[config.mk]
export PLATFORM = sky130hd
export DESIGN_NAME = fds_expansion
export DESIGN_NICKNAME = d
export VERILOG_FILES = /design/src/logic/fds_pkg.sv /design/src/logic/fds_timer_irq.sv /design/src/logic/fds_vol_envelope.sv /design/src/logic/fds_wave_channel.sv /design/src/logic/fds_expansion.sv
export SDC_FILE = /design/constraint.sdc
export NUM_CORES = 1
export LEC_CHECK = 0
export BUFFER_PORTS_ARGS = -buffer_cell sky130_fd_sc_hd__clkbuf_2
export CORE_MARGIN = 4
export CORE_UTILIZATION = 25
export CTS_BUF_LIST = sky130_fd_sc_hd__clkbuf_4 sky130_fd_sc_hd__clkbuf_8
export CTS_CLUSTER_DIAMETER = 200
export DETAILED_ROUTE_END_ITERATION = 10
export PLACE_DENSITY = 0.47
export SETUP_SLACK_MARGIN = 0.1
export SLEW_MARGIN = 10
export SYNTH_ARGS = -nofsm -noshare
export SYNTH_HDL_FRONTEND = slang
export SYNTH_SLANG_ARGS = --single-unit
[constraint.sdc]
create_clock -name clk20 -period 35.4 [get_ports clk20]
set_input_delay 3.54 -clock clk20 [delete_from_list [all_inputs] [get_ports clk20]]
set_output_delay 3.54 -clock clk20 [all_outputs]
set_load 0.01 [all_outputs]
[src/logic/fds_pkg.sv]
// shared types, register map and constants for the FDS expansion block; every RTL file refers to it by scoped names
package fds_pkg;

	typedef logic [15:0] addr_t;  // cpu address
	typedef logic [7:0]  data_t;  // cpu data
	typedef logic [5:0]  sample_t;
	typedef logic [5:0]  gain_t;
	typedef logic [11:0] level_t;
	typedef logic [11:0] freq_t;
	typedef logic [23:0] phase_t;

	// one cpu access, qualified by ce at the modules
	typedef struct packed {
		addr_t addr;
		data_t wdata;
		logic  wr;
		logic  rd;
	} cpu_bus_t;

	// timer and irq
	localparam addr_t ADDR_TIMER_LO   = 16'h4020;
	localparam addr_t ADDR_TIMER_HI   = 16'h4021;
	localparam addr_t ADDR_TIMER_CTRL = 16'h4022;
	localparam addr_t ADDR_IO_EN      = 16'h4023;
	localparam addr_t ADDR_IRQ_STATUS = 16'h4030;

	// wave ram window, both ends inclusive
	localparam addr_t ADDR_WAVE_BASE = 16'h4040;
	localparam addr_t ADDR_WAVE_END  = 16'h407F;

	// audio control
	localparam addr_t ADDR_VOL_ENV   = 16'h4080;
	localparam addr_t ADDR_FREQ_LO   = 16'h4082;
	localparam addr_t ADDR_FREQ_HI   = 16'h4083;
	localparam addr_t ADDR_MASTER    = 16'h4089;
	localparam addr_t ADDR_ENV_SPEED = 16'h408A;

	// audio readback
	localparam addr_t ADDR_VOL_GAIN_RD = 16'h4090;
	localparam addr_t ADDR_PHASE_RD    = 16'h4091;
	localparam addr_t ADDR_SAMPLE_RD   = 16'h4096;

	localparam gain_t GAIN_MAX        = 6'd32;   // ramp ceiling and multiply cap
	localparam data_t ENV_SPEED_RESET = 8'hE8;
	localparam data_t OPEN_BUS        = 8'h40;   // unmapped read value
	localparam int    WAVE_CYCLES     = 16;      // ce strobes per phase step
	localparam int    PITCH_SHIFT     = 6;       // pitch = freq * 64 with no modulator

	// true when the address falls in the 64-entry wave ram window
	function automatic logic in_wave_window(addr_t addr);
		return (addr >= ADDR_WAVE_BASE) && (addr <= ADDR_WAVE_END);
	endfunction

endpackage

[src/logic/fds_timer_irq.sv]
// programmable FDS timer: 16-bit latch and down-counter with one-shot or repeat irq, acked by a read of $4030
`timescale 1ns/1ps

module fds_timer_irq (
	input  logic             clk20,
	input  logic             reset,
	input  logic             ce,
	input  fds_pkg::cpu_bus_t bus,
	output logic             irq,
	output logic             io_enable
);

	logic [15:0] timer_latch;   // reload value
	logic [15:0] timer_count;
	logic        timer_repeat;
	logic        timer_en;
	logic        wr_strobe;
	logic        rd_strobe;
	logic        load_req;

	assign wr_strobe = ce && bus.wr;
	assign rd_strobe = ce && bus.rd;

	// $4022 bit1 only arms the timer while the io enable is set
	assign load_req = bus.wdata[1] && io_enable;

	// reload value bytes from $4020 and $4021
	always_ff @(posedge clk20) begin
		if (wr_strobe && bus.addr == fds_pkg::ADDR_TIMER_LO)
			timer_latch[7:0] <= bus.wdata;
		if (wr_strobe && bus.addr == fds_pkg::ADDR_TIMER_HI)
			timer_latch[15:8] <= bus.wdata;
	end

	always_ff @(posedge clk20) begin
		if (reset) begin
			timer_count  <= '0;
			timer_repeat <= 1'b0;
			timer_en     <= 1'b0;
			io_enable    <= 1'b0;
			irq          <= 1'b0;
		end else begin
			// countdown, one step per cpu cycle
			if (ce && timer_en) begin
				if (timer_count == 16'd0) begin
					irq         <= 1'b1;
					timer_count <= timer_latch;
					if (!timer_repeat)
						timer_en <= 1'b0;  // one-shot stops here
				end else begin
					timer_count <= timer_count - 16'd1;
				end
			end

			// register writes take priority over the tick
			if (wr_strobe) begin
				case (bus.addr)
					fds_pkg::ADDR_TIMER_CTRL: begin
						timer_repeat <= bus.wdata[0];
						timer_en     <= load_req;
						if (load_req)
							timer_count <= timer_latch;
						else
							irq <= 1'b0;
					end
					fds_pkg::ADDR_IO_EN: begin
						io_enable <= bus.wdata[0];
						if (!bus.wdata[0]) begin
							timer_en <= 1'b0;
							irq      <= 1'b0;
						end
					end
					default: ;
				endcase
			end

			// status read acknowledges, wins over a same-cycle fire
			if (rd_strobe && bus.addr == fds_pkg::ADDR_IRQ_STATUS)
				irq <= 1'b0;
		end
	end

endmodule

[src/logic/fds_vol_envelope.sv]
// FDS volume envelope: gain register written at $4080, ticked by the $408A speed and ramped up or down
`timescale 1ns/1ps

module fds_vol_envelope (
	input  logic              clk20,
	input  logic              reset,
	input  logic              ce,
	input  fds_pkg::cpu_bus_t bus,
	input  logic              wave_halt,
	output fds_pkg::gain_t    gain
);

	logic [5:0]     vol_speed;     // periods per gain step, minus one
	logic           vol_dir;       // 1 = increase
	logic           vol_disable;
	logic           env_disable;   // global envelope stop from $4083 bit6
	fds_pkg::data_t env_speed;
	logic [11:0]    env_ticks;
	logic [5:0]     vol_ticks;
	logic [11:0]    tick_limit;
	logic [11:0]    tick_step;
	logic           env_run;
	logic           wr_strobe;

	assign wr_strobe  = ce && bus.wr;
	assign tick_limit = {1'b0, env_speed, 3'b111};     // speed * 8 + 7
	assign tick_step  = wave_halt ? 12'd4 : 12'd1;     // halted wave runs the envelope 4x
	assign env_run    = !env_disable && (env_speed != 8'd0) && !vol_disable;

	always_ff @(posedge clk20) begin
		if (reset) begin
			vol_speed   <= '0;
			vol_dir     <= 1'b0;
			vol_disable <= 1'b1;
			env_disable <= 1'b1;
			env_speed   <= fds_pkg::ENV_SPEED_RESET;
			env_ticks   <= '0;
			vol_ticks   <= '0;
			gain        <= '0;
		end else if (ce) begin
			if (env_run) begin
				if (env_ticks >= tick_limit) begin
					env_ticks <= '0;
					if (vol_ticks == vol_speed) begin
						vol_ticks <= '0;
						if (vol_dir && gain < fds_pkg::GAIN_MAX)
							gain <= gain + 6'd1;
						else if (!vol_dir && gain != 6'd0)
							gain <= gain - 6'd1;
					end else begin
						vol_ticks <= vol_ticks + 6'd1;
					end
				end else begin
					env_ticks <= env_ticks + tick_step;
				end
			end

			if (wr_strobe) begin
				case (bus.addr)
					fds_pkg::ADDR_VOL_ENV: begin
						{vol_disable, vol_dir, vol_speed} <= bus.wdata;
						if (bus.wdata[7])
							gain <= bus.wdata[5:0];  // direct gain load
						env_ticks <= '0;
						vol_ticks <= '0;
					end
					fds_pkg::ADDR_FREQ_HI: begin
						env_disable <= bus.wdata[6];
						if (bus.wdata[6]) begin
							env_ticks <= '0;
							vol_ticks <= '0;
						end
					end
					fds_pkg::ADDR_ENV_SPEED: begin
						env_speed <= bus.wdata;
						env_ticks <= '0;
						vol_ticks <= '0;
					end
					default: ;
				endcase
			end
		end
	end

endmodule

[src/logic/fds_wave_channel.sv]
// FDS wavetable channel: 64 x 6-bit wave ram, phase accumulator, output latches and master-volume scaling
`timescale 1ns/1ps

module fds_wave_channel (
	input  logic              clk20,
	input  logic              reset,
	input  logic              ce,
	input  fds_pkg::cpu_bus_t bus,
	input  fds_pkg::gain_t    gain,
	output logic              wave_halt,
	output fds_pkg::data_t    phase_rd,
	output fds_pkg::data_t    sample_rd,
	output fds_pkg::data_t    wave_rd,
	output fds_pkg::level_t   audio_level
);

	localparam int CYCLE_W = $clog2(fds_pkg::WAVE_CYCLES);

	fds_pkg::sample_t wave_ram [64];
	fds_pkg::freq_t   wave_freq;
	fds_pkg::phase_t  wave_accum;
	fds_pkg::phase_t  wave_pitch;
	fds_pkg::sample_t sample_latch;
	fds_pkg::gain_t   gain_latch;
	fds_pkg::gain_t   gain_capped;
	fds_pkg::sample_t cur_sample;
	logic [CYCLE_W-1:0] cycles;
	logic [5:0]       wave_idx;
	logic [1:0]       master_vol;
	logic             wave_wren;     // cpu owns the ram, output latch frozen
	logic             wr_strobe;
	logic             ram_we;
	fds_pkg::level_t  mul_out;
	logic [12:0]      mul_x2;

	assign wr_strobe  = ce && bus.wr;
	assign ram_we     = wr_strobe && wave_wren && fds_pkg::in_wave_window(bus.addr);
	assign wave_idx   = wave_accum[23:18];   // top six bits pick the sample
	assign cur_sample = wave_ram[wave_idx];
	assign wave_pitch = fds_pkg::phase_t'(wave_freq) << fds_pkg::PITCH_SHIFT;

	// readback
	assign phase_rd  = wave_accum[19:12];
	assign sample_rd = {2'b01, cur_sample};
	assign wave_rd   = wave_wren ? {2'b00, wave_ram[bus.addr[5:0]]} : {2'b00, cur_sample};

	always_ff @(posedge clk20) begin
		if (ram_we)
			wave_ram[bus.addr[5:0]] <= bus.wdata[5:0];
	end

	always_ff @(posedge clk20) begin
		if (reset) begin
			wave_freq    <= '0;
			wave_halt    <= 1'b1;
			wave_wren    <= 1'b0;
			master_vol   <= 2'd0;
			wave_accum   <= '0;
			cycles       <= '0;
			sample_latch <= '0;
			gain_latch   <= '0;
		end else if (ce) begin
			cycles <= wave_halt ? '0 : cycles + 1'b1;
			if (!wave_halt && cycles == CYCLE_W'(fds_pkg::WAVE_CYCLES - 1))
				wave_accum <= wave_accum + wave_pitch;

			// gain follows only at the start of a wave period
			if (wave_idx == 6'd0)
				gain_latch <= gain;
			if (!wave_wren)
				sample_latch <= cur_sample;

			if (bus.wr) begin
				case (bus.addr)
					fds_pkg::ADDR_FREQ_LO: wave_freq[7:0] <= bus.wdata;
					fds_pkg::ADDR_FREQ_HI: begin
						wave_freq[11:8] <= bus.wdata[3:0];
						wave_halt       <= bus.wdata[7];
						if (bus.wdata[7]) begin
							wave_accum <= '0;  // restart from sample 0
							cycles     <= '0;
						end
					end
					fds_pkg::ADDR_MASTER: begin
						wave_wren  <= bus.wdata[7];
						master_vol <= bus.wdata[1:0];
					end
					default: ;
				endcase
			end
		end
	end

	// volume math
	assign gain_capped = (gain_latch > fds_pkg::GAIN_MAX) ? fds_pkg::GAIN_MAX : gain_latch;
	assign mul_out     = fds_pkg::level_t'(sample_latch) * fds_pkg::level_t'(gain_capped);
	assign mul_x2      = {mul_out, 1'b0};

	always_comb begin
		case (master_vol)
			2'd0:    audio_level = mul_out;
			2'd1:    audio_level = fds_pkg::level_t'(mul_x2 / 13'd3);  // 2/3
			2'd2:    audio_level = {1'b0, mul_out[11:1]};             // 1/2
			default: audio_level = fds_pkg::level_t'(mul_x2 / 13'd5);  // 2/5
		endcase
	end

endmodule

[src/logic/fds_expansion.sv]
// top of the FDS expansion peripheral: timer irq, volume envelope and wave channel behind one cpu read mux
`timescale 1ns/1ps

module fds_expansion (
	input  logic              clk20,
	input  logic              reset,
	input  logic              ce,          // one strobe per cpu cycle
	input  fds_pkg::cpu_bus_t bus,
	output fds_pkg::data_t    read_data,
	output logic              irq,
	output fds_pkg::level_t   audio_level
);

	fds_pkg::gain_t gain;
	fds_pkg::data_t phase_rd;
	fds_pkg::data_t sample_rd;
	fds_pkg::data_t wave_rd;
	logic           wave_halt;
	logic           io_enable;   // $4023 bit0, observed by the properties

	fds_timer_irq u_timer (
		.clk20     (clk20),
		.reset     (reset),
		.ce        (ce),
		.bus       (bus),
		.irq       (irq),
		.io_enable (io_enable)
	);

	fds_vol_envelope u_env (
		.clk20     (clk20),
		.reset     (reset),
		.ce        (ce),
		.bus       (bus),
		.wave_halt (wave_halt),
		.gain      (gain)
	);

	fds_wave_channel u_wave (
		.clk20       (clk20),
		.reset       (reset),
		.ce          (ce),
		.bus         (bus),
		.gain        (gain),
		.wave_halt   (wave_halt),
		.phase_rd    (phase_rd),
		.sample_rd   (sample_rd),
		.wave_rd     (wave_rd),
		.audio_level (audio_level)
	);

	// read mux, same cycle as the address
	always_comb begin
		if (bus.addr == fds_pkg::ADDR_IRQ_STATUS) begin
			read_data = {7'd0, irq};
		end else if (fds_pkg::in_wave_window(bus.addr)) begin
			read_data = wave_rd;
		end else begin
			case (bus.addr)
				fds_pkg::ADDR_VOL_GAIN_RD: read_data = {2'b01, gain};
				fds_pkg::ADDR_PHASE_RD:    read_data = phase_rd;
				fds_pkg::ADDR_SAMPLE_RD:   read_data = sample_rd;
				default:                   read_data = fds_pkg::OPEN_BUS;
			endcase
		end
	end

endmodule

* Yosys cells after proc, flatten, opt, wreduce, memory -nomap -nowiden
Memories as Yosys holds them, arrays and structs flattened. A register that Yosys moved wholly into a read port is not among the register bits.
Index checks and enable logic that the tools add are counted.
** Word-level totals
- Bits of input ports :: 29
- Bits in writable memories :: 384
- Logic and storage cells :: 149
- Output and inout port bits :: 21
- Memories :: 1
- Register bits after elaboration :: 133
** Memories
- u_wave.wave_ram :: depth 64, bits a word 6, read ports 2, clocked after memory_dff 1, wr ports 1, line fds_wave_channel.sv:19 : fds_pkg::sample_t wave_ram [64];
** Cells by class
- Reduce and logical (&&, ||, !) cells :: 36
- Multiplexer cells :: 55
- $mul :: 1
- Equal/unequal tests :: 17
- Add/subtract/negate cells :: 7
- Div/mod/pow operators :: 2
- Magnitude comparators :: 5
- Bitwise operators :: 1
** Operator list (count)
- $eq A16 B15 Y1 const B :: 13
- $mux W6 :: 17
- $mux W24 :: 4
- $mux W16 :: 5
- $mux W12 :: 4
- $pmux W12 S3 :: 1
- $add A24 B18 Y24 :: 1
- $pmux W12 S2 :: 1
- $pmux W8 S3 :: 1
- $reduce_and A3 Y1 :: 6
- $ge A16 B15 Y1 const B :: 1
- $le A16 B15 Y1 const B :: 1
- $logic_not A16 Y1 :: 1
- $mux W4 :: 4
- $mux W8 :: 2
- $sub A16 B1 Y16 const B :: 1
- $logic_and A1 B1 Y1 :: 15
- $div A13 B2 Y13 const B :: 1
- $div A13 B3 Y13 const B :: 1
- $add A12 B12 Y12 :: 1
- $add A6 B1 Y6 const B :: 2
- $ge A12 B11 Y1 :: 1
- $mul A6 B6 Y12 :: 1
- $mux W1 :: 12
- 19 further kinds :: 27

* Logic depth before layout (Yosys ltp)
Gate-level depths: netlist of the first run.
- Word-level depth :: 10
- Gate-level depth with buffers :: 100
- Gate-level depth less buffers :: 95

* Hierarchy
A second synthesis of the first run with hierarchy kept.
** Unflattened totals
- Cell total of the unflattened synthesis :: 2234
- Area, all modules :: 29787.3 sq um
** Modules (own cells, without submodules)
- fds_wave_channel :: sequential area each 12652.1 sq um, cells an instance 1679, area each 24930.2 sq um, instances 1
- fds_vol_envelope :: sequential area each 820.8 sq um, cells an instance 328, area each 2632.5 sq um, instances 1
- fds_timer_irq :: sequential area each 880.8 sq um, cells an instance 180, area each 1828.0 sq um, instances 1
- fds_expansion :: sequential area each 0.0 sq um, cells an instance 47, area each 396.6 sq um, instances 1

* Worst setup path before layout of the first run
Ideal clock, no wire load.
- Path type :: register -> output
- Start point :: register u_wave.gain_latch[5]
- End point :: output audio_level[0]
- Path buffers :: 5
- Data arrival time :: 20227 ps
- Setup slack :: 11633 ps
- Cell stages (with the launch flop) :: 95
- Required time :: 31860 ps
- Cell sequence :: dfxtp_1 > clkbuf_1 > nor2b_1 > and2_1 > fa_1 > fa_1 > inv_1 > fa_1 > inv_1 > ha_1 > o21ai_1 > a21oi_1 > o22ai_1 > xnor2_2 > ha_1 > nand2_1 > a2111o_1 > o211ai_2 > [... 59 more ...] > a21o_1 > clkbuf_1 > a41oi_1 > nand3_1 > o21ai_0 > nand4b_2 > buf_2 > xor2_1 > ha_1 > a21o_1 > a21oi_1 > nand3_1 > nor3_2 > mux2_2 > ha_1 > and3_1 > a211oi_1 > a31oi_1
** Between the ends
- Word-level cells in the longest chain between the ends :: 5
- Elaborated cells on any way between the ends :: 6
- Classes of those cells :: 1 x mul; 2 x div; 1 x order compare; 2 x mux
** Ends and longest elaborated chain
- from (decl) :: line fds_wave_channel.sv:24 : fds_pkg::gain_t gain_latch;
- from (signal assigned) :: line fds_wave_channel.sv:69 : gain_latch <= gain;
- $gt A6 B6 Y1 :: line fds_wave_channel.sv:95 : assign gain_capped = (gain_latch > fds_pkg::GAIN_MAX) ? fds_pkg::GAIN_MAX : gain_latch;
- $mux W6 (*) :: line fds_wave_channel.sv:95
- $mul A6 B6 Y12 (*) :: line fds_wave_channel.sv:96 : assign mul_out = fds_pkg::level_t'(sample_latch) * fds_pkg::level_t'(gain_capped);
- $div A13 B3 Y13 / $div A13 B2 Y13 (equally long branches) :: line fds_wave_channel.sv:104, fds_wave_channel.sv:102
- $pmux W12 S3 (*) :: line fds_wave_channel.sv:100 : case (master_vol)
- to (decl) :: line fds_expansion.sv:11 : output fds_pkg::level_t audio_level
Every way passes the cells marked *; elsewhere a longest branch is shown, timed or not.

* Worst setup path in the final report of the first run
Ends and elaborated chain as after synthesis.

==> results of run 1 <==
[where the power goes]
part	leakage (nW)	switching [mW]	internal [mW]
Combinational	5.75	0.0478	0.0186
Clock	0.951	0.261	0.292
Sequential	4.54	0.000484	0.653
[area by class of cell]
cell class | instances | area (um2)
Timing Repair Buffer | 83 | 527
Tap cell | 1512 | 1890
Antenna cell | 4 | 10.0
Clock buffer | 131 | 1600
Clock inverter | 36 | 205
Inverter | 63 | 236
Sequential cell | 517 | 14400
Fill cell | 11819 | 82100
Multi-Input combinational cell | 1738 | 13900
[synthesized netlist by cell type, drive strengths merged (19+ instances only)]
cell | count | area share
nor2 | 311 | 0.040
nor2b | 29 | 0.0062
ha | 74 | 0.032
o21ai | 79 | 0.014
fa | 19 | 0.013
a31oi | 24 | 0.0052
xnor2 | 47 | 0.014
nor3 | 44 | 0.0079
nand2 | 148 | 0.019
a211oi | 45 | 0.012
a21oi | 154 | 0.027
edfxtp | 400 | 0.41
buf | 37 | 0.0053
a21o | 28 | 0.0072
nand2b | 20 | 0.0043
mux2i | 84 | 0.029
dfxtp | 117 | 0.081
nand3 | 38 | 0.0065
inv | 61 | 0.0079
mux4 | 149 | 0.12
nor4 | 22 | 0.0055
o221ai | 25 | 0.0075
clkbuf | 105 | 0.014
a211o | 19 | 0.0057
and2 | 31 | 0.0067
mux2 | 48 | 0.019
xor2 | 31 | 0.0093
o22ai | 51 | 0.011
[sequential cells by signal (all words and copies together) (netlist names), 8 cells and up, named ones only]
register	flops
u_wave.wave_freq	12
u_timer.timer_latch	16
u_env.env_ticks	12
u_timer.timer_count	16
u_env.env_speed	8
u_wave.wave_ram	384
u_wave.wave_accum	18
[kinds of logic after synthesis]
| logic type | after synthesis | synth area share |
|---|---|---|
| fa+ha+maj | 94 | 0.0453 |
| buf+inv | 205 | 0.0271 |
| mux | 281 | 0.163 |
| simple gates | 728 | 0.118 |
| flops | 517 | 0.494 |
| xor+xnor | 78 | 0.0238 |
| compound gates | 557 | 0.129 |
[worst min-delay path by stage]
stage / start / end / slack [ns] / depth (start not counted)
2_1_floorplan: u_timer.timer_repeat / u_timer.timer_repeat / 0.43 / 2
3_3_place_gp: u_timer.timer_repeat / u_timer.timer_repeat / 0.45 / 2
3_5_place_dp: u_timer.timer_repeat / u_timer.timer_repeat / 0.45 / 2
4_1_cts: u_timer.timer_repeat / u_timer.timer_repeat / 0.46 / 2
5_1_grt: u_timer.timer_repeat / u_timer.timer_repeat / 0.50 / 2
6_report: u_wave.sample_latch[5] / u_wave.sample_latch[5] / 0.47 / 2
[per-stage QoR]
stage	instances	hold slack, ns
after floorplan	2460	0.434
after global placement	3913	0.446
after detailed placement	3913	0.452
after CTS	4080	0.464
after global routing	4081	0.496
final	4084	0.470
[critical path: cells and delay by family (launching register included)]
family	cells	cell delay, ns
AND/OR/NAND/NOR	30	5.84
XOR/XNOR	6	1.78
multiplexers	1	0.38
adder cells (fa/ha/maj)	16	5.75
AO/OA/AOI/OAI	35	8.80
flip-flops	1	0.52
buffers and inverters	3	0.23
[routing by layer]
layer,track usage,routed length [um],part of all wire,vias to the layer above
li1,-,-,-,9605
met1,0.210,41900,0.45,10658
met2,0.235,42300,0.46,752
met3,0.0293,6600,0.071,131
met4,0.0388,2020,0.022,0
met5,0,0,0,-
==> results_dict.tcl, run 1 <==
set metrics [dict create \
    crit_start "u_wave.gain_latch[5]" \
    worst_pin_slew_ns 1.11 \
    ys.flop_type "edfxtp_1" \
    synth.distinct_cells 97 \
    hold_violations 0 \
    rows 124 \
    slew_violations 0 \
    fin_area_um2 32800 \
    irDropWorstVdd_uv 21.4 \
    routed_wl_um 92900 \
    cts_setup_buffers 0 \
    finalWorstSetupSlack_ns 7.85 \
    max_freq_mhz 36.3 \
    final_common_cell "edfxtp_1" \
    io_buffers 49 \
    synth_area_um2 29000 \
    place_hpwl_um 61700 \
    syn_inst 2460 \
    maxCapViolCount 0 \
    dr.pass1.iters 5 \
    hp-class "flop to flop" \
    async_reset_ff_frac 0 \
    design.die.area_um2 122000 \
    layout_common_cells "400 x edfxtp_1, 311 x nor2_1, 153 x a21oi_1, 149 x mux4_2, 148 x nand2_1" \
    syn_area_per_cell_um2 11.8 \
    cts_hold_buf 0 \
    setup_tns_ns 0 \
    utilization 0.285 \
    grtUsageTotal 0.149 \
    status "finished, final reports clean" \
    die_h_um 349 \
    grt_pass1_vias 20801 \
    max_slew_margin 0.251 \
    setup_viol 0 \
    crit_arrival_ns 24.01 \
    core_um2 115000 \
    vias 21146 \
    rsz0062_at_grt "no" \
    cts_root_buf "clkbuf_8" \
    cts_max_level 3 \
    worstReg2RegEnd "u_env.env_ticks[9]" \
    start_util 0.253 \
    p_total_mw 1.27 \
    cts_tree "yes" \
    min_period_over_period 0.778 \
    crit_path_end_kind "output port" \
    cts-resized-gates 0 \
    worst_path_largest_cell_delay_ns 0.54 \
    crit_top_cell "ha_1" \
    grt_pass1_wl_um 138000 \
    synth_fp_nets 2582 \
    viasPerCell 5.18 \
    period_needed_ns 27.55 \
    syn_to_final_growth_pct 12.8 \
    ys_seq_elements 517 \
    ctsLongestPathBuffers 3 \
    synth-edff-count 400 \
    path_class "flop to output port" \
    skew_ns 0.0464 \
    path_clk_slew_ns 0.06 \
    wl_per_cell_um 22.7 \
    grt_max_degree 95 \
    post-place-ws_ns 8.78 \
    antenna_left 0 \
    grt_overflow_total 0 \
    leakagePower_nw 11.2 \
    slowest_stage "fa_1" \
    drt-initial-drc-count 1847 \
    crit_path_end "audio_level[0]" \
    cts_made_buffers 92 \
    nets 2617 \
    cts_sinks 517 \
    drc 0 \
    cp.required_ns 31.86 \
    ys_seq_area_frac 0.494 \
    rrSetupSlack_ns 31.40 \
    r2r.worst_path.cells 18 \
    drive_gt1_frac 0.182 \
    post_dp_cell_area_um2 30900 \
    place_congestion 0.855 \
    antenna_found_initial 4 \
    start_kind "flop" \
    die_x_um 349 \
    crit_fanout 13 \
    clock_latency_ns 0.71 \
    ys.warnings.count 0 \
    pin_count 50 \
    power.density_cell_area_nw_per_um2 38.9 \
    rr_startpoint "u_env.env_speed[0]" \
]
No activity file was read; power rests on OpenSTA's default activity.
==> run 2, diff against run 1 <==
clock period = 28.5 ns   (was 35.4 ns; I/O delays follow)
==> run 2 against run 1 <==
Effect of this change: clock power rose by 27%; clock skew down 0.0071 ns; non-clock buffer count unchanged; sequential share of layout area is 0.065 points lower; critical endpoint unchanged; register-to-register slack worse by 6.9 ns; power rose by 25%; final area grew 0.15%; first-iteration DRC count grew 2.5%; via count barely moved; largest cell class unchanged; cell count barely moved; utilization barely moved.
==> results_dict.tcl, run 2 (same netlist as run 1, synthesis figures left out) <==
set metrics [dict create \
    path_buf_inv 3 \
    grt_pass1_vias 20650 \
    antenna_left 0 \
    power.density_cell_area_nw_per_um2 48.6 \
    drt-initial-drc-count 1893 \
    hold_violations 0 \
    irDropWorstVdd_uv 28.3 \
    viasPerCell 5.18 \
    max_slew_margin 0.274 \
    rsz0062_at_grt "no" \
    crit_path_end_kind "output port" \
    routed_wl_um 92900 \
    die_h_um 349 \
    utilization 0.286 \
    io_buffers 49 \
    grt_max_degree 95 \
    cts_made_buffers 90 \
    cts_sinks 517 \
    start_util 0.253 \
    cpLargestDelayFamily "compound AO/OA/AOI/OAI gates" \
    worst_pin_slew_ns 1.06 \
    crit_arrival_ns 23.44 \
    slew_violations 0 \
    die_x_um 349 \
    place_congestion 0.860 \
    leakagePower_nw 11.3 \
    cts-resized-gates 0 \
    skew_ns 0.0394 \
    grt_pass1_wl_um 138000 \
    place_hpwl_um 61600 \
    final_common_cell "edfxtp_1" \
    start_kind "flop" \
    rrSetupSlack_ns 24.48 \
    grt_overflow_total 0 \
    cts_hold_buf 0 \
    pin_count 50 \
    maxCapViolCount 0 \
    drc 0 \
    worst_path_largest_cell_delay_ns 0.54 \
    path_class "flop to output port" \
    post_dp_cell_area_um2 30900 \
    wl_per_cell_um 22.8 \
    slowest_stage "fa_1" \
    ctsLongestPathBuffers 3 \
    cts_max_level 3 \
    crit_fanout 13 \
    r2r.worst_path.cells 18 \
    period_needed_ns 26.29 \
    antenna_found_initial 3 \
    core_um2 115000 \
    setup_viol 0 \
    cp.required_ns 25.65 \
    path_clk_slew_ns 0.06 \
    cts_tree "yes" \
    drive_gt1_frac 0.184 \
    setup_tns_ns 0 \
    rows 124 \
    largest_reg_flops 384 \
    vias 21126 \
    min_path_cells 2 \
    fin_area_um2 32800 \
    critical_path_depth 91 \
    hp-class "flop to flop" \
    status "finished, final reports clean" \
    crit_top_cell "ha_1" \
    syn_to_final_growth_pct 12.9 \
    cts_root_buf "clkbuf_8" \
    clock_latency_ns 0.71 \
    layout_common_cells "400 x edfxtp_1, 311 x nor2_1, 152 x a21oi_1, 149 x mux4_2, 148 x nand2_1" \
    max_freq_mhz 38.0 \
    nFillCells 11851 \
    design.die.area_um2 122000 \
    cts_setup_buffers 0 \
    min_period_over_period 0.922 \
    dr.pass1.iters 8 \
    grtUsageTotal 0.149 \
    nets 2615 \
]
==> run 2: path summary, 6_finish.rpt <==
check | startpoint | endpoint
worst max-delay path | u_wave.gain_latch[5] | audio_level[0]
worst min register to register | u_timer.timer_repeat | u_timer.timer_repeat
worst min-delay path | u_timer.timer_repeat | u_timer.timer_repeat
worst max register to register | u_env.env_speed[0] | u_env.env_ticks[9]
==> run 2: final cells by class <==
class / instances / area (um2) / area share
multi-input cells: 1738 / 13900 / 0.425
inverters: 63 / 236 / 0.00721
clock buffers: 134 / 1650 / 0.0503
well taps: 1512 / 1890 / 0.0577
flip-flops and latches: 517 / 14400 / 0.438
repair buffers: 83 / 527 / 0.0161
diodes: 3 / 7.51 / 0.000229
clock inverters: 30 / 195 / 0.00595
==> run 2: power breakdown <==
| group | internal, mW | switching (mW) | leakage (nW) |
|---|---|---|---|
| clock network | 0.382 | 0.319 | 0.973 |
| registers | 0.811 | 0.000599 | 4.54 |
| logic | 0.0231 | 0.0597 | 5.76 |
| total | 1.22 | 0.379 | 11.3 |
==> run 2: layer usage <==
layer / wire [um] / GRT usage
met1: 42500 / 0.211
met2: 42100 / 0.234
met3: 6190 / 0.0274
met4: 2020 / 0.0389
met5: 0 / 0
==> run 2: through the flow <==
stage / worst slack [ns] / hold slack, ns / cells / power, mW
after floorplan: 5.42 / 0.434 / 2460 / 0.872
after global placement: 3.09 / 0.445 / 3913 / 0.910
after detailed placement: 2.65 / 0.455 / 3913 / 0.910
after CTS: 1.76 / 0.464 / 4077 / 1.61
after global routing: 0.193 / 0.473 / 4078 / 1.65
final: 2.21 / 0.463 / 4080 / 1.60
==> run 2: worst min-delay path, cell delays in order (launching register included) <==
cell and delay (ns):
dfxtp_1 0.31, nand2_1 0.05, a21oi_1 0.05
==> run 3, diff against run 2 <==
clock period = 27.7 ns   (was 28.5 ns; I/O delays follow)
==> run 3 against run 2 <==
Effect of this change: setup slack worse by 0.10 ns; first-iteration DRC count decreased by 8.6%; highest routed layer unchanged; clock skew is 0.013 ns higher; non-clock buffer count rose by 2; sequential share of layout area up 0.089 points; critical endpoint unchanged; global-route usage shrank 0.058 points; utilization is 0.058 points lower; final area is 0.20% lower; largest power group unchanged; sequential cell count unchanged; combinational power grew 3.3%; cell count is 0.15% lower; register-to-register slack worse by 0.83 ns.
==> results_dict.tcl, run 3 (same netlist as run 1, synthesis figures left out) <==
set metrics [dict create \
    crit_path_end_kind "output port" \
    irDropWorstVdd_uv 29.6 \
    path_class "flop to output port" \
    p_int_mw 1.23 \
    cpLargestDelayFamily "compound AO/OA/AOI/OAI gates" \
    min_path_cells 2 \
    routed_wl_um 92900 \
    cts_tree "yes" \
    utilization 0.285 \
    cts_hold_buf 0 \
    start_kind "flop" \
    share_comb_of_total_power 0.053 \
    start_util 0.253 \
    clock_latency_ns 0.70 \
    path_clk_slew_ns 0.06 \
    r2r.worst_path.cells 18 \
    nets 2615 \
    final_common_cell "edfxtp_1" \
    swShare 0.241 \
    grt_pass1_vias 20692 \
    drive_gt1_frac 0.184 \
    cts_made_buffers 88 \
    worst_pin_slew_ns 1.11 \
    drc 0 \
    grt_max_degree 95 \
    nFillCells 11922 \
    post-place-ws_ns 1.97 \
    rows 124 \
    antenna_left 0 \
    grtUsageTotal 0.148 \
    grt_pass1_wl_um 137000 \
    slowest_stage "fa_1" \
    crit_arrival_ns 22.82 \
    drt-initial-drc-count 1730 \
    period_needed_ns 25.59 \
    core_um2 115000 \
    layout_common_cells "400 x edfxtp_1, 310 x nor2_1, 150 x a21oi_1, 149 x mux4_2, 148 x nand2_1" \
    hp-class "flop to flop" \
    place_congestion 0.860 \
    cts_root_buf "clkbuf_8" \
    rrSetupSlack_ns 23.65 \
    cts_sinks 517 \
    dr.pass1.iters 6 \
    design.die.area_um2 122000 \
    critical_path_depth 91 \
    p_total_mw 1.62 \
    cp.required_ns 24.93 \
    skew_ns 0.0524 \
    pin_count 50 \
    max_slew_margin 0.258 \
    hold_violations 0 \
    grt_overflow_total 0 \
    power.density_cell_area_nw_per_um2 49.3 \
    leakagePower_nw 11.2 \
    die_x_um 349 \
    setup_tns_ns 0 \
    place_hpwl_um 61500 \
    maxCapViolCount 0 \
    p_switching_mw 0.389 \
    vias 21251 \
    syn_to_final_growth_pct 12.7 \
    ctsLongestPathBuffers 3 \
    largest_reg_flops 384 \
    setup_viol 0 \
    regArea_um2 14400 \
    cts_max_level 3 \
    viasPerCell 5.22 \
    max_freq_mhz 39.1 \
    status "finished, final reports clean" \
    worst_path_largest_cell_delay_ns 0.54 \
    min_period_over_period 0.924 \
    finalWorstSetupSlack_ns 2.11 \
    slew_violations 0 \
    wl_per_cell_um 22.8 \
    crit_top_cell "ha_1" \
    multi_input_area_um2 14000 \
    antenna_found_initial 3 \
    sequentialPowerShare 0.517 \
    rsz0062_at_grt "no" \
    die_h_um 349 \
    crit_fanout 13 \
    p_clk_frac 0.430 \
    io_buffers 49 \
    path_buf_inv 3 \
]
[run 3: changes by cell type in the layout (fill, tap and decap cells not counted), sizes merged]
cell      delta
clkbuf      -11
clkinv       +3
buf          +2
clkinvlp     +1
inv          -1
[run 3: through the flow]
stage               hold WS [ns]  area (um2)  instances
floorplan                  0.434       29000       2460
global route               0.475       32700       4072
CTS                        0.466       32700       4069
global placement           0.445       30900       3913
detailed placement         0.455       30900       3913
finish                     0.465       32700       4074
[run 3: path summary, 6_finish.rpt]
check | start | to
min | u_wave.sample_latch[4] | u_wave.sample_latch[4]
max | u_wave.gain_latch[5] | audio_level[0]
max reg2reg | u_env.env_speed[0] | u_env.env_ticks[9]
min reg2reg | u_wave.sample_latch[4] | u_wave.sample_latch[4]
[run 3: layer usage]
metal	GRT usage	part of all wire	vias up	wire, um
li1	-	-	9596	-
met3	0.0286	0.065	131	6080
met2	0.235	0.46	737	42400
met1	0.207	0.46	10787	42300
met5	0	0	-	0
met4	0.0395	0.023	0	2120
[run 3: tightest hold or removal path, cell delays in order, from the launching register on]
cell     delay (ns)
dfxtp_1        0.31
nand2_1        0.05
a21oi_1        0.05
[run 3: what timing repair did]
action	in CTS	in global routing
hold endpoints to repair	0	0
buffers inserted	0	2
resized for setup	0	8
endpoints found under the setup margin	0	2
[run 3: power by group through the flow]
stage | sequential, mW | combinational (mW) | clock (mW)
finish | 0.835 | 0.0855 | 0.695
global route | 0.835 | 0.0908 | 0.750
CTS | 0.835 | 0.0851 | 0.714
detailed placement | 0.852 | 0.0849 | 0
global placement | 0.852 | 0.0851 | 0
floorplan | 0.851 | 0.0463 | 0
[run 3: area by class of cell]
| type | instances | area share |
|---|---|---|
| Clock inverter | 33 | 0.00646 |
| Timing Repair Buffer | 85 | 0.0165 |
| Multi-Input combinational cell | 1738 | 0.426 |
| Clock buffer | 123 | 0.0467 |
| Sequential cell | 517 | 0.439 |
| Tap cell | 1512 | 0.0578 |
| Antenna cell | 3 | 0.000229 |
| Inverter | 63 | 0.00722 |
